File: src/source/amo_pkg.sv
package amo_pkg;

    // data and address width of the core.
    localparam int DATA_W = 32;

    // command opcodes written to the command register.
    typedef enum logic [1:0] {
        OP_LW = 2'd0,
        OP_SW = 2'd1,
        OP_LR = 2'd2,
        OP_SC = 2'd3
    } amo_op_t;

    // apb byte offsets.
    localparam logic [4:0] REG_ADDR   = 5'h00;
    localparam logic [4:0] REG_WDATA  = 5'h04;
    localparam logic [4:0] REG_CMD    = 5'h08;
    localparam logic [4:0] REG_RDATA  = 5'h0C;
    localparam logic [4:0] REG_STATUS = 5'h10;

    // status register bits.
    localparam int STAT_SC_FAIL   = 0;
    localparam int STAT_RES_VALID = 1;

endpackage

File: src/source/mem_if.sv
interface mem_if;

    logic                        read_en;
    logic                        write_en;
    logic [amo_pkg::DATA_W-1:0]  addr;
    logic [amo_pkg::DATA_W-1:0]  wdata;
    logic [amo_pkg::DATA_W-1:0]  rdata; // valid the cycle after a read is accepted.
    logic                        stall;

    modport core (
        output read_en,
        output write_en,
        output addr,
        output wdata,
        input  rdata,
        input  stall
    );

    modport memory (
        input  read_en,
        input  write_en,
        input  addr,
        input  wdata,
        output rdata,
        output stall
    );

endinterface
File: src/source/amo_core.sv
module amo_core (
    input  logic                       clk,
    input  logic                       reset_n,

    input  logic                       cmd_valid_i,
    input  amo_pkg::amo_op_t           cmd_op_i,
    input  logic [amo_pkg::DATA_W-1:0] cmd_addr_i,
    input  logic [amo_pkg::DATA_W-1:0] cmd_wdata_i,

    output logic                       done_o,
    output logic [amo_pkg::DATA_W-1:0] rdata_o,
    output logic                       sc_fail_o,
    output logic                       res_valid_o,

    mem_if.core                        mem
);

    typedef enum logic [1:0] {
        C_IDLE,
        C_ACCESS,
        C_RDATA,
        C_SC
    } core_state_t;

    core_state_t                state_q;
    amo_pkg::amo_op_t           op_q;
    logic [amo_pkg::DATA_W-1:0] addr_q;
    logic [amo_pkg::DATA_W-1:0] wdata_q;
    logic [amo_pkg::DATA_W-1:0] res_addr_q;
    logic [amo_pkg::DATA_W-1:0] res_data_q;
    logic                       res_valid_q;

    logic                       sc_en;
    logic                       sc_done;
    logic                       plain_rd;
    logic                       plain_wr;
    logic                       eq_result;
    logic                       lrsc_hold;
    logic                       lrsc_rd;
    logic                       lrsc_wr;
    logic                       lrsc_fail;
    logic [amo_pkg::DATA_W-1:0] cmp_a;
    logic [amo_pkg::DATA_W-1:0] cmp_b;

    assign sc_en    = (state_q == C_SC);
    assign plain_rd = (state_q == C_ACCESS) && (op_q != amo_pkg::OP_SW);
    assign plain_wr = (state_q == C_ACCESS) && (op_q == amo_pkg::OP_SW);
    assign sc_done  = sc_en && !lrsc_hold && !mem.stall; // leaving STORE.

    // no valid reservation never matches.
    assign eq_result = res_valid_q && (cmp_a == cmp_b);

    assign mem.read_en  = sc_en ? lrsc_rd : plain_rd;
    assign mem.write_en = sc_en ? lrsc_wr : plain_wr;
    assign mem.addr     = addr_q;
    assign mem.wdata    = wdata_q;

    lrsc u_lrsc (
        .clk                (clk),
        .reset_n            (reset_n),
        .stall_i            (mem.stall),
        .enable_i           (sc_en),
        .eq_result_i        (eq_result),
        .rs1_data_i         (addr_q),
        .data_i             (mem.rdata),
        .reservation_addr_i (res_addr_q),
        .reservation_data_i (res_data_q),
        .hold_o             (lrsc_hold),
        .mem_read_enable_o  (lrsc_rd),
        .mem_write_enable_o (lrsc_wr),
        .result_o           (lrsc_fail),
        .cmp_opA_o          (cmp_a),
        .cmp_opB_o          (cmp_b)
    );

    always_ff @(posedge clk) begin
        if ((state_q == C_IDLE) && cmd_valid_i) begin
            addr_q  <= cmd_addr_i;
            wdata_q <= cmd_wdata_i;
        end
        if (state_q == C_RDATA) begin
            rdata_o <= mem.rdata;
            if (op_q == amo_pkg::OP_LR) begin
                res_addr_q <= addr_q;
                res_data_q <= mem.rdata; // value seen by lr.
            end
        end
    end

    always_ff @(posedge clk or negedge reset_n) begin
        if (!reset_n) begin
            state_q     <= C_IDLE;
            op_q        <= amo_pkg::OP_LW;
            done_o      <= 1'b0;
            sc_fail_o   <= 1'b0;
            res_valid_q <= 1'b0;
        end else begin
            done_o <= 1'b0;
            case (state_q)
                C_IDLE: if (cmd_valid_i) begin
                    op_q    <= cmd_op_i;
                    state_q <= (cmd_op_i == amo_pkg::OP_SC) ? C_SC : C_ACCESS;
                end
                C_ACCESS: if (!mem.stall) begin
                    if (op_q == amo_pkg::OP_SW) begin
                        done_o    <= 1'b1;
                        sc_fail_o <= 1'b0;
                        state_q   <= C_IDLE;
                    end else begin
                        state_q <= C_RDATA;
                    end
                end
                C_RDATA: begin
                    done_o    <= 1'b1;
                    sc_fail_o <= 1'b0;
                    state_q   <= C_IDLE;
                    if (op_q == amo_pkg::OP_LR)
                        res_valid_q <= 1'b1;
                end
                default: if (sc_done) begin
                    done_o      <= 1'b1;
                    sc_fail_o   <= lrsc_fail;
                    res_valid_q <= 1'b0; // sc always drops the reservation.
                    state_q     <= C_IDLE;
                end
            endcase
        end
    end

    assign res_valid_o = res_valid_q;

endmodule

File: src/source/amo_top.sv
module amo_top #(
    parameter int MEM_DEPTH = 64,
    parameter int MEM_WAIT  = 1
) (
    input  logic                       clk,
    input  logic                       reset_n,

    input  logic                       psel_i,
    input  logic                       penable_i,
    input  logic                       pwrite_i,
    input  logic [4:0]                 paddr_i,
    input  logic [amo_pkg::DATA_W-1:0] pwdata_i,
    output logic [amo_pkg::DATA_W-1:0] prdata_o,
    output logic                       pready_o
);

    logic                       cmd_valid;
    amo_pkg::amo_op_t           cmd_op;
    logic [amo_pkg::DATA_W-1:0] cmd_addr;
    logic [amo_pkg::DATA_W-1:0] cmd_wdata;
    logic                       done;
    logic [amo_pkg::DATA_W-1:0] rdata;
    logic                       sc_fail;
    logic                       res_valid;

    mem_if mem_bus ();

    // host side.
    apb_cmd_slave u_slave (
        .clk         (clk),
        .reset_n     (reset_n),
        .psel_i      (psel_i),
        .penable_i   (penable_i),
        .pwrite_i    (pwrite_i),
        .paddr_i     (paddr_i),
        .pwdata_i    (pwdata_i),
        .prdata_o    (prdata_o),
        .pready_o    (pready_o),
        .cmd_valid_o (cmd_valid),
        .cmd_op_o    (cmd_op),
        .cmd_addr_o  (cmd_addr),
        .cmd_wdata_o (cmd_wdata),
        .done_i      (done),
        .rdata_i     (rdata),
        .sc_fail_i   (sc_fail),
        .res_valid_i (res_valid)
    );

    amo_core u_core (
        .clk         (clk),
        .reset_n     (reset_n),
        .cmd_valid_i (cmd_valid),
        .cmd_op_i    (cmd_op),
        .cmd_addr_i  (cmd_addr),
        .cmd_wdata_i (cmd_wdata),
        .done_o      (done),
        .rdata_o     (rdata),
        .sc_fail_o   (sc_fail),
        .res_valid_o (res_valid),
        .mem         (mem_bus.core)
    );

    data_mem #(
        .MEM_DEPTH (MEM_DEPTH),
        .MEM_WAIT  (MEM_WAIT)
    ) u_mem (
        .clk     (clk),
        .reset_n (reset_n),
        .mem     (mem_bus.memory)
    );

endmodule

File: src/source/apb_cmd_slave.sv
module apb_cmd_slave (
    input  logic                       clk,
    input  logic                       reset_n,

    input  logic                       psel_i,
    input  logic                       penable_i,
    input  logic                       pwrite_i,
    input  logic [4:0]                 paddr_i,
    input  logic [amo_pkg::DATA_W-1:0] pwdata_i,
    output logic [amo_pkg::DATA_W-1:0] prdata_o,
    output logic                       pready_o,

    output logic                       cmd_valid_o,
    output amo_pkg::amo_op_t           cmd_op_o,
    output logic [amo_pkg::DATA_W-1:0] cmd_addr_o,
    output logic [amo_pkg::DATA_W-1:0] cmd_wdata_o,

    input  logic                       done_i,
    input  logic [amo_pkg::DATA_W-1:0] rdata_i,
    input  logic                       sc_fail_i,
    input  logic                       res_valid_i
);

    typedef enum logic [1:0] {
        S_IDLE,
        S_WAIT,
        S_DONE
    } slv_state_t;

    slv_state_t                 state_q;
    logic                       access;
    logic                       cmd_wr;
    logic [amo_pkg::DATA_W-1:0] addr_q;
    logic [amo_pkg::DATA_W-1:0] wdata_q;
    logic [amo_pkg::DATA_W-1:0] rdata_q;
    logic                       sc_fail_q;
    logic                       res_valid_q;
    logic [amo_pkg::DATA_W-1:0] status;

    assign access = psel_i && penable_i;
    assign cmd_wr = access && pwrite_i && (paddr_i == amo_pkg::REG_CMD);

    // command writes stall the host until the core reports done.
    assign pready_o = access && (!cmd_wr || (state_q == S_DONE));

    always_ff @(posedge clk) begin
        if (access && pwrite_i && (paddr_i == amo_pkg::REG_ADDR))
            addr_q <= pwdata_i;
        if (access && pwrite_i && (paddr_i == amo_pkg::REG_WDATA))
            wdata_q <= pwdata_i;
    end

    always_ff @(posedge clk or negedge reset_n) begin
        if (!reset_n) begin
            state_q     <= S_IDLE;
            cmd_valid_o <= 1'b0;
            cmd_op_o    <= amo_pkg::OP_LW;
            rdata_q     <= '0;
            sc_fail_q   <= 1'b0;
            res_valid_q <= 1'b0;
        end else begin
            cmd_valid_o <= 1'b0;
            case (state_q)
                S_IDLE: if (cmd_wr) begin
                    cmd_valid_o <= 1'b1;
                    cmd_op_o    <= amo_pkg::amo_op_t'(pwdata_i[1:0]);
                    state_q     <= S_WAIT;
                end
                S_WAIT: if (done_i) begin
                    rdata_q     <= rdata_i;
                    sc_fail_q   <= sc_fail_i;
                    res_valid_q <= res_valid_i;
                    state_q     <= S_DONE;
                end
                default: state_q <= S_IDLE; // transfer ends here.
            endcase
        end
    end

    assign cmd_addr_o  = addr_q;
    assign cmd_wdata_o = wdata_q;

    always_comb begin
        status                         = '0;
        status[amo_pkg::STAT_SC_FAIL]   = sc_fail_q;
        status[amo_pkg::STAT_RES_VALID] = res_valid_q;
    end

    always_comb begin
        prdata_o = '0;
        case (paddr_i)
            amo_pkg::REG_ADDR:   prdata_o = addr_q;
            amo_pkg::REG_WDATA:  prdata_o = wdata_q;
            amo_pkg::REG_CMD:    prdata_o[1:0] = cmd_op_o;
            amo_pkg::REG_RDATA:  prdata_o = rdata_q;
            amo_pkg::REG_STATUS: prdata_o = status;
            default:             prdata_o = '0;
        endcase
    end

endmodule

File: src/source/data_mem.sv
module data_mem #(
    parameter int MEM_DEPTH = 64,
    parameter int MEM_WAIT  = 1
) (
    input  logic  clk,
    input  logic  reset_n,
    mem_if.memory mem
);

    localparam int IDX_W = (MEM_DEPTH > 1) ? $clog2(MEM_DEPTH) : 1;
    localparam int CNT_W = (MEM_WAIT > 0) ? $clog2(MEM_WAIT + 1) : 1;
    localparam logic [CNT_W-1:0] WAIT_N = CNT_W'(MEM_WAIT);

    logic [amo_pkg::DATA_W-1:0] words_q [MEM_DEPTH];
    logic [CNT_W-1:0]           wait_q;
    logic [IDX_W-1:0]           idx;
    logic                       req;
    logic                       accept;

    assign req    = mem.read_en || mem.write_en;
    assign idx    = mem.addr[IDX_W+1:2]; // word index.
    assign accept = req && !mem.stall;

    // stall until MEM_WAIT cycles have passed for this request.
    assign mem.stall = req && (wait_q != WAIT_N);

    always_ff @(posedge clk or negedge reset_n) begin
        if (!reset_n)
            wait_q <= '0;
        else if (accept)
            wait_q <= '0;
        else if (req)
            wait_q <= wait_q + 1'b1;
    end

    // words start cleared.
    always_ff @(posedge clk or negedge reset_n) begin
        if (!reset_n) begin
            for (int i = 0; i < MEM_DEPTH; i++)
                words_q[i] <= '0;
        end else if (accept && mem.write_en) begin
            words_q[idx] <= mem.wdata;
        end
    end

    always_ff @(posedge clk) begin
        if (accept && mem.read_en)
            mem.rdata <= words_q[idx];
    end

endmodule

File: src/source/lrsc.sv
module lrsc (
    input  logic                       clk,
    input  logic                       reset_n,
    input  logic                       stall_i,
    input  logic                       enable_i,
    input  logic                       eq_result_i,

    input  logic [amo_pkg::DATA_W-1:0] rs1_data_i,
    input  logic [amo_pkg::DATA_W-1:0] data_i,
    input  logic [amo_pkg::DATA_W-1:0] reservation_addr_i,
    input  logic [amo_pkg::DATA_W-1:0] reservation_data_i,

    output logic                       hold_o,
    output logic                       mem_read_enable_o,
    output logic                       mem_write_enable_o,
    output logic                       result_o,
    output logic [amo_pkg::DATA_W-1:0] cmp_opA_o,
    output logic [amo_pkg::DATA_W-1:0] cmp_opB_o
);

    // one-hot sc sequence.
    typedef enum logic [3:0] {
        LOAD     = 4'b0001,
        CMP_ADDR = 4'b0010,
        CMP_DATA = 4'b0100,
        STORE    = 4'b1000
    } sc_state_t;

    sc_state_t state_q;
    sc_state_t state_d;

    always_comb begin
        state_d = state_q;
        case (state_q)
            LOAD:     if (enable_i) state_d = CMP_ADDR;
            CMP_ADDR: state_d = eq_result_i ? CMP_DATA : STORE; // skip data on addr miss.
            CMP_DATA: state_d = STORE;
            default:  state_d = LOAD;
        endcase
    end

    always_ff @(posedge clk or negedge reset_n) begin
        if (!reset_n)
            state_q <= LOAD;
        else if (!stall_i)
            state_q <= state_d;
    end

    // addresses are compared first, then the word against the lr value.
    always_ff @(posedge clk or negedge reset_n) begin
        if (!reset_n) begin
            cmp_opA_o <= '0;
            cmp_opB_o <= '0;
        end else if (!stall_i) begin
            if (state_q == LOAD) begin
                cmp_opA_o <= rs1_data_i;
                cmp_opB_o <= reservation_addr_i;
            end else if (state_q == CMP_ADDR) begin
                cmp_opA_o <= data_i;
                cmp_opB_o <= reservation_data_i;
            end
        end
    end

    // failure flag.
    always_ff @(posedge clk or negedge reset_n) begin
        if (!reset_n)
            result_o <= 1'b0;
        else if (!stall_i)
            result_o <= ~eq_result_i;
    end

    assign hold_o             = enable_i && (state_q != STORE);
    assign mem_read_enable_o  = enable_i && (state_q == LOAD);
    assign mem_write_enable_o = (state_q == STORE) && !result_o;

endmodule

File: config.mk
export PLATFORM = sky130hd
export DESIGN_NAME = amo_top
export DESIGN_NICKNAME = d
export VERILOG_FILES = /design/src/source/amo_pkg.sv /design/src/source/mem_if.sv /design/src/source/amo_core.sv /design/src/source/amo_top.sv /design/src/source/apb_cmd_slave.sv /design/src/source/data_mem.sv /design/src/source/lrsc.sv
export SDC_FILE = /design/constraint.sdc
export NUM_CORES = 2
export LEC_CHECK = 0
export BUFFER_PORTS_ARGS = -buffer_cell sky130_fd_sc_hd__buf_2
export CAP_MARGIN = 15
export CORE_MARGIN = 2
export CORE_UTILIZATION = 45
export DETAILED_ROUTE_END_ITERATION = 10
export GPL_TIMING_DRIVEN = 1
export SETUP_SLACK_MARGIN = 0.02
export SYNTH_ARGS = -nofsm -noshare
export SYNTH_HDL_FRONTEND = slang
export SYNTH_SLANG_ARGS = --single-unit
File: constraint.sdc
create_clock -name clk -period 8.4 [get_ports clk]
set_clock_uncertainty 0.1 [all_clocks]
set_input_delay 1.26 -clock clk [delete_from_list [all_inputs] [get_ports clk]]
set_output_delay 1.26 -clock clk [all_outputs]
set_load 0.1 [all_outputs]
# Yosys cells after proc, flatten, opt, wreduce, memory -nomap -nowiden
# Index checks and enable logic that the tools add are counted.
# op_classes
n_reduce_logical,45
add_sub_neg,1
n_mux,41
n_bitwise,6
order_cmp,2
eq_ne,26
# op_table
operator,count
2048-bit bitwise mux,1
32-bit two-way mux,7
32-bit binary-select mux with 6-bit select,1
32-bit demux with 6-bit select,1
30-bit case mux with 3 select lines,1
32-bit equality test,1
1-bit logical AND,20
1-bit two-way mux,14
2-bit two-way mux,7
2-bit AND reduction,7
4-bit case mux with 3 select lines,1
2-bit equality test (second input constant),5
5-bit by 4-bit equality test with 1-bit output (second input constant),2
2-bit case mux with 5 select lines,1
4-bit two-way mux,2
2-bit by 1-bit inequality test with 1-bit output (second input constant),4
2-bit inequality test (second input constant),4
7-bit >= comparator (second input constant),1
7-bit by 1-bit < comparator with 1-bit output (second input constant),1
6-bit inverter with 7-bit output,1
2-bit by 1-bit equality test with 1-bit output (second input constant),3
1-bit case mux with 3 select lines,2
2-bit case mux with 3 select lines,1
3-bit AND reduction,2
other kinds (20),31
# totals
out_inout_bits,33
register_bits,2420
wordCells,209

# Depth between registers and ports, before layout
# depth
word_depth,9
ltp_mapped,13
depth_no_buf,7

# Hierarchy
# Synthesis repeated with hierarchy kept, for this count alone.
# hier_totals
hier_cells,7741
area_unflattened_um2,107585.7
# by_module_without_submodules
module,area_per_inst_um2,cells_each,instances
data_mem,93679.8,6792,1
amo_core,5621.6,254,1
lrsc,4166.5,447,1
apb_cmd_slave,4117.7,248,1

# Least setup slack after synthesis
# No wires, ideal clock.
# synth_path
path_type,register to register
startpoint,reg u_core.state_q[0]
endpoint,"reg u_core.res_addr_q[0] in the netlist's numbering, enable pin"
arrival_ns,6.374
path_slack_ns,1.346
setup_time_ns,0.581
stages_incl_launch_ff,5
required_time_ns,7.719
path_cell_list,dfrtp_1 inv_1 ha_1 inv_1 nor3b_1
# synth_between
elab_chain_cells,2
# synth_rtl
item,line,source
"start, declared",amo_core.sv:25,core_state_t state_q;
"start signal, assigned",amo_core.sv:102,state_q <= (cmd_op_i == amo_pkg::OP_SC) ? C_SC : C_ACCESS;
2-bit equality test,amo_core.sv:81,if (state_q == C_RDATA) begin
2-bit AND reduction (no source line),--,
"end signal, assigned",amo_core.sv:84,res_addr_q <= addr_q;
"end, declared",amo_core.sv:29,logic [amo_pkg::DATA_W-1:0] res_addr_q;
# No other way between the ends.
# A chain may end at the register's enable or synchronous reset.

# Worst setup path in the final report
# layout_path
startpoint,reg u_core.addr_q (netlist bit u_core.mem.addr[4])
endpoint,"reg u_mem.mem.rdata[19], data pin"
# layout_between
elab_chain_cells,4
# layout_rtl
item,line,source
"start, declared",amo_core.sv:27,logic [amo_pkg::DATA_W-1:0] addr_q;
"start signal, assigned",amo_core.sv:78,addr_q <= cmd_addr_i;
6-bit inverter with 7-bit output (implied by the code),data_mem.sv:48,mem.rdata <= words_q[idx];
32-bit binary-select mux with 6-bit select,data_mem.sv:48,
32-bit two-way mux (implied by the code) (2 in a row),data_mem.sv:48,
"end signal, assigned",data_mem.sv:48,
"end, declared",mem_if.sv:24,"output rdata,"
# No other way between the ends. The select of a mux whose other input is x is not followed.

==> metrics.txt <==
run status=completed; pin count of the biggest net entering global routing=177; EDFF count, synth=256; Worst Path Arrival=approximately 5.6 ns; Cell Pwr Density=between 200 and 250 nW/um^2; input/output buffers=74; fin crit share=60.5%; layout cells sized above 1=between 40 and 50%; area grow syn2layout=7.89%; Layout fillers=~22000; top post-synthesis cells by area=dfrtp_1 (46%), mux2_4 (24%), edfxtp_1 (6.5%); TritonCTS clock tree=done; initial antenna violation count=22; vias in the first global route=70000; Slew Viols, Final=0; Register-to-Register Setup Slack=around 3.3 ns; Synth Net Count=between 7000 and 8000; die area=around 270000 sq um; setup TNS=0 ns; Nets=between 7000 and 8000; worst r2r dst=u_mem.mem.rdata[19]; Initial Util=about 45%; Netlist cell types=76; # resized after CTS=0; crit-path most repeated cell=buf_4; Max VDD drop=slightly below 0.2 mV; Synth top area share=between 40% and 50%; H-tree depth=5; Largest delay share family, worst path=compound AO/OA/AOI/OAI gates; HPWL Detailed=approximately 220000 um; initial detailed-routing violation count=~7700; Worst R2R Path Depth=10; Yosys top cell by area=dfrtp_1; CP startpoint kind=flop; Worst-Margin Slew=1.47 ns; Yosys reg bits=roughly 2400; Die H=516 um; Via density=6.22; first-pass GRT wire length=544000 um; DRC errors left=0; endpoint class of the critical path=flop; worst skew pair latency=approximately 0.96 ns; critical path's slowest cell=a2111oi_0; RD Place Congestion=around 0.88; total core area=roughly 260000 sq um; Synth async-reset ratio=between 80% and 90%; DRT Pass-1 Iters=8; crit-path cells=buf_12 -> buf_4 -> and3b_2 -> buf_4 -> a22o_1 -> a221oi_1 -> o221ai_1 -> a2111oi_0 -> buf_4 -> nand4_1; post-layout minimum cycle time=~5.1 ns; Routed WL=between 300000 and 400000 um; Die X=slightly above 500 um; Congestion Overflow GR=0; FP Rows=about 190; Lkg Pwr=roughly 64 nW; yosys warns=0; gr usage total=28.3%; RSZ-0062 raised after global routing=no; Final Setup Violations=0; count of final hold-check violations=0; number of max-cap violations=0; postcts setup bufs=0; Mapped Cells=~7400; Clk pin slew, worst setup/hold paths=0.06 ns; Slew headroom=about 2%; maximum net fanout on the critical path=83; CTS Sinks=between 2000 and 2500; via count=a little under 70000; antenna viol nets, final=0; Clock Path Buffers=4; Worst EP required=approximately 9.0 ns; num ports=75; cts hold-fix bufs=0; worst hold path class=in -> async; Post-Syn Area=about 120000 sq um; Num CTS Buffers=approximately 280; routed len/inst=~35 um; fmax=0.197 GHz; Largest stage delay, worst path=about 1.1 ns; Tot Pwr=roughly 26 mW; Seq/Total Area, Yosys=52.4%; Crit path buffers/inverters=4; RR Startpoint=u_core.mem.addr[4]; Synth Flop Type=dfrtp_1; Mean Syn Cell Area=~16 sq um; WS Path Type=reg -> reg; clk root buf=clkbuf_16
[final cells by class]
class | instances | area, sq um | area share [%]
timing repair buffer | 244 | 1950 | 1.53
inverter | 41 | 164 | 0.129
clock buffer | 400 | 8100 | 6.37
multi-input combinational | 4244 | 49900 | 39.2
clock inverter | 78 | 835 | 0.656
sequential | 2420 | 61800 | 48.6
antenna | 21 | 52.6 | 0.0413
tap | 3496 | 4370 | 3.44
[layout by cell type (no fill, tap or decap), drive strengths merged, types with 24 or more instances in the layout]
cell type	instances
nand2	330
mux2i	296
clkbuf	400
buf	244
xor2	28
a22o	24
a22oi	120
nor2	146
o22ai	91
mux4	190
a21oi	123
edfxtp	256
dfrtp	2163
mux2	2158
a221o	37
o21ai	192
clkinv	55
a222oi	38
inv	43
a221oi	218
[cells by family after synthesis]
logic type | after synthesis | share of synthesized area [%]
simple gates | 619 | 3.32
buf+inv | 778 | 5.38
compound gates | 943 | 5.70
flops | 2420 | 52.4
mux | 2644 | 32.9
fa+ha+maj | 4 | 0.0424
xor+xnor | 34 | 0.253
[synth_stat cells, types with 123 or more instances]
| cell | n |
|---|---|
| a21oi_1 | 123 |
| a221oi_1 | 218 |
| buf_12 | 187 |
| clkbuf_1 | 329 |
| dfrtp_1 | 2163 |
| edfxtp_1 | 256 |
| mux2_2 | 238 |
| mux2_4 | 1920 |
| mux2i_1 | 296 |
| mux4_2 | 190 |
| nand2_1 | 266 |
| nor2_1 | 138 |
| o21ai_0 | 186 |
[where the power goes]
part | total (mW) | switching, mW | internal, mW
sequential | 12.6 | 0.338 | 12.3
clock | 12.1 | 4.96 | 7.18
combinational | 1.57 | 1.08 | 0.482
[how the worst max path moves through the flow]
| stage | start | end | depth (start not counted) |
|---|---|---|---|
| global route | u_core.mem.addr[2] | u_mem.mem.rdata[19] | 10 |
| floorplan | u_core.state_q[0] | u_core.res_addr_q[0] | 4 |
| global placement | u_core.mem.addr[4] | u_mem.mem.rdata[19] | 10 |
| CTS | paddr_i[1] | prdata_o[31] | 6 |
| finish | u_core.mem.addr[4] | u_mem.mem.rdata[19] | 10 |
| detailed placement | u_core.mem.addr[2] | u_mem.mem.rdata[19] | 10 |
[metal layers]
metal	share of wire (%)	track usage, %	wire [um]	vias up
li1	-	-	-	27000
met3	8.7	7.21	32900	767
met4	4.7	12.5	17700	14
met5	0.023	0	89	-
met2	44	41.7	166000	3292
met1	43	39.5	163000	37000
[per-stage QoR]
stage	util, %	cell area [sq um]	setup slack, ns	std cells	hold slack (ns)
finish	48.9	127000	3.31	10900	0.164
global route	48.9	127000	3.35	10900	0.219
CTS	48.9	127000	3.50	10900	0.234
detailed placement	45.4	118000	3.52	10400	0.325
global placement	45.4	118000	3.59	10400	0.320
floorplan	-	118000	1.35	7442	0.315
[flip-flops by register name, summed over array words and instances (netlist names), 2 cells and up]
register                 cells
u_slave.cmd_addr_o          32
u_core.op_q                  2
u_core.res_data_q           32
u_slave.rdata_q             32
u_core.mem.wdata            32
u_core.u_lrsc.state_q        4
u_mem.mem.rdata             32
u_core.res_addr_q           32
u_mem.words_q             2048
u_slave.state_q              2
u_core.u_lrsc.cmp_opB_o     32
u_core.mem.addr             32
u_slave.cmd_wdata_o         32
u_slave.cmd_op_o             2
u_core.u_lrsc.cmp_opA_o     32
u_core.rdata_o              32
u_core.state_q               2
(Power assumes the default switching activity.)
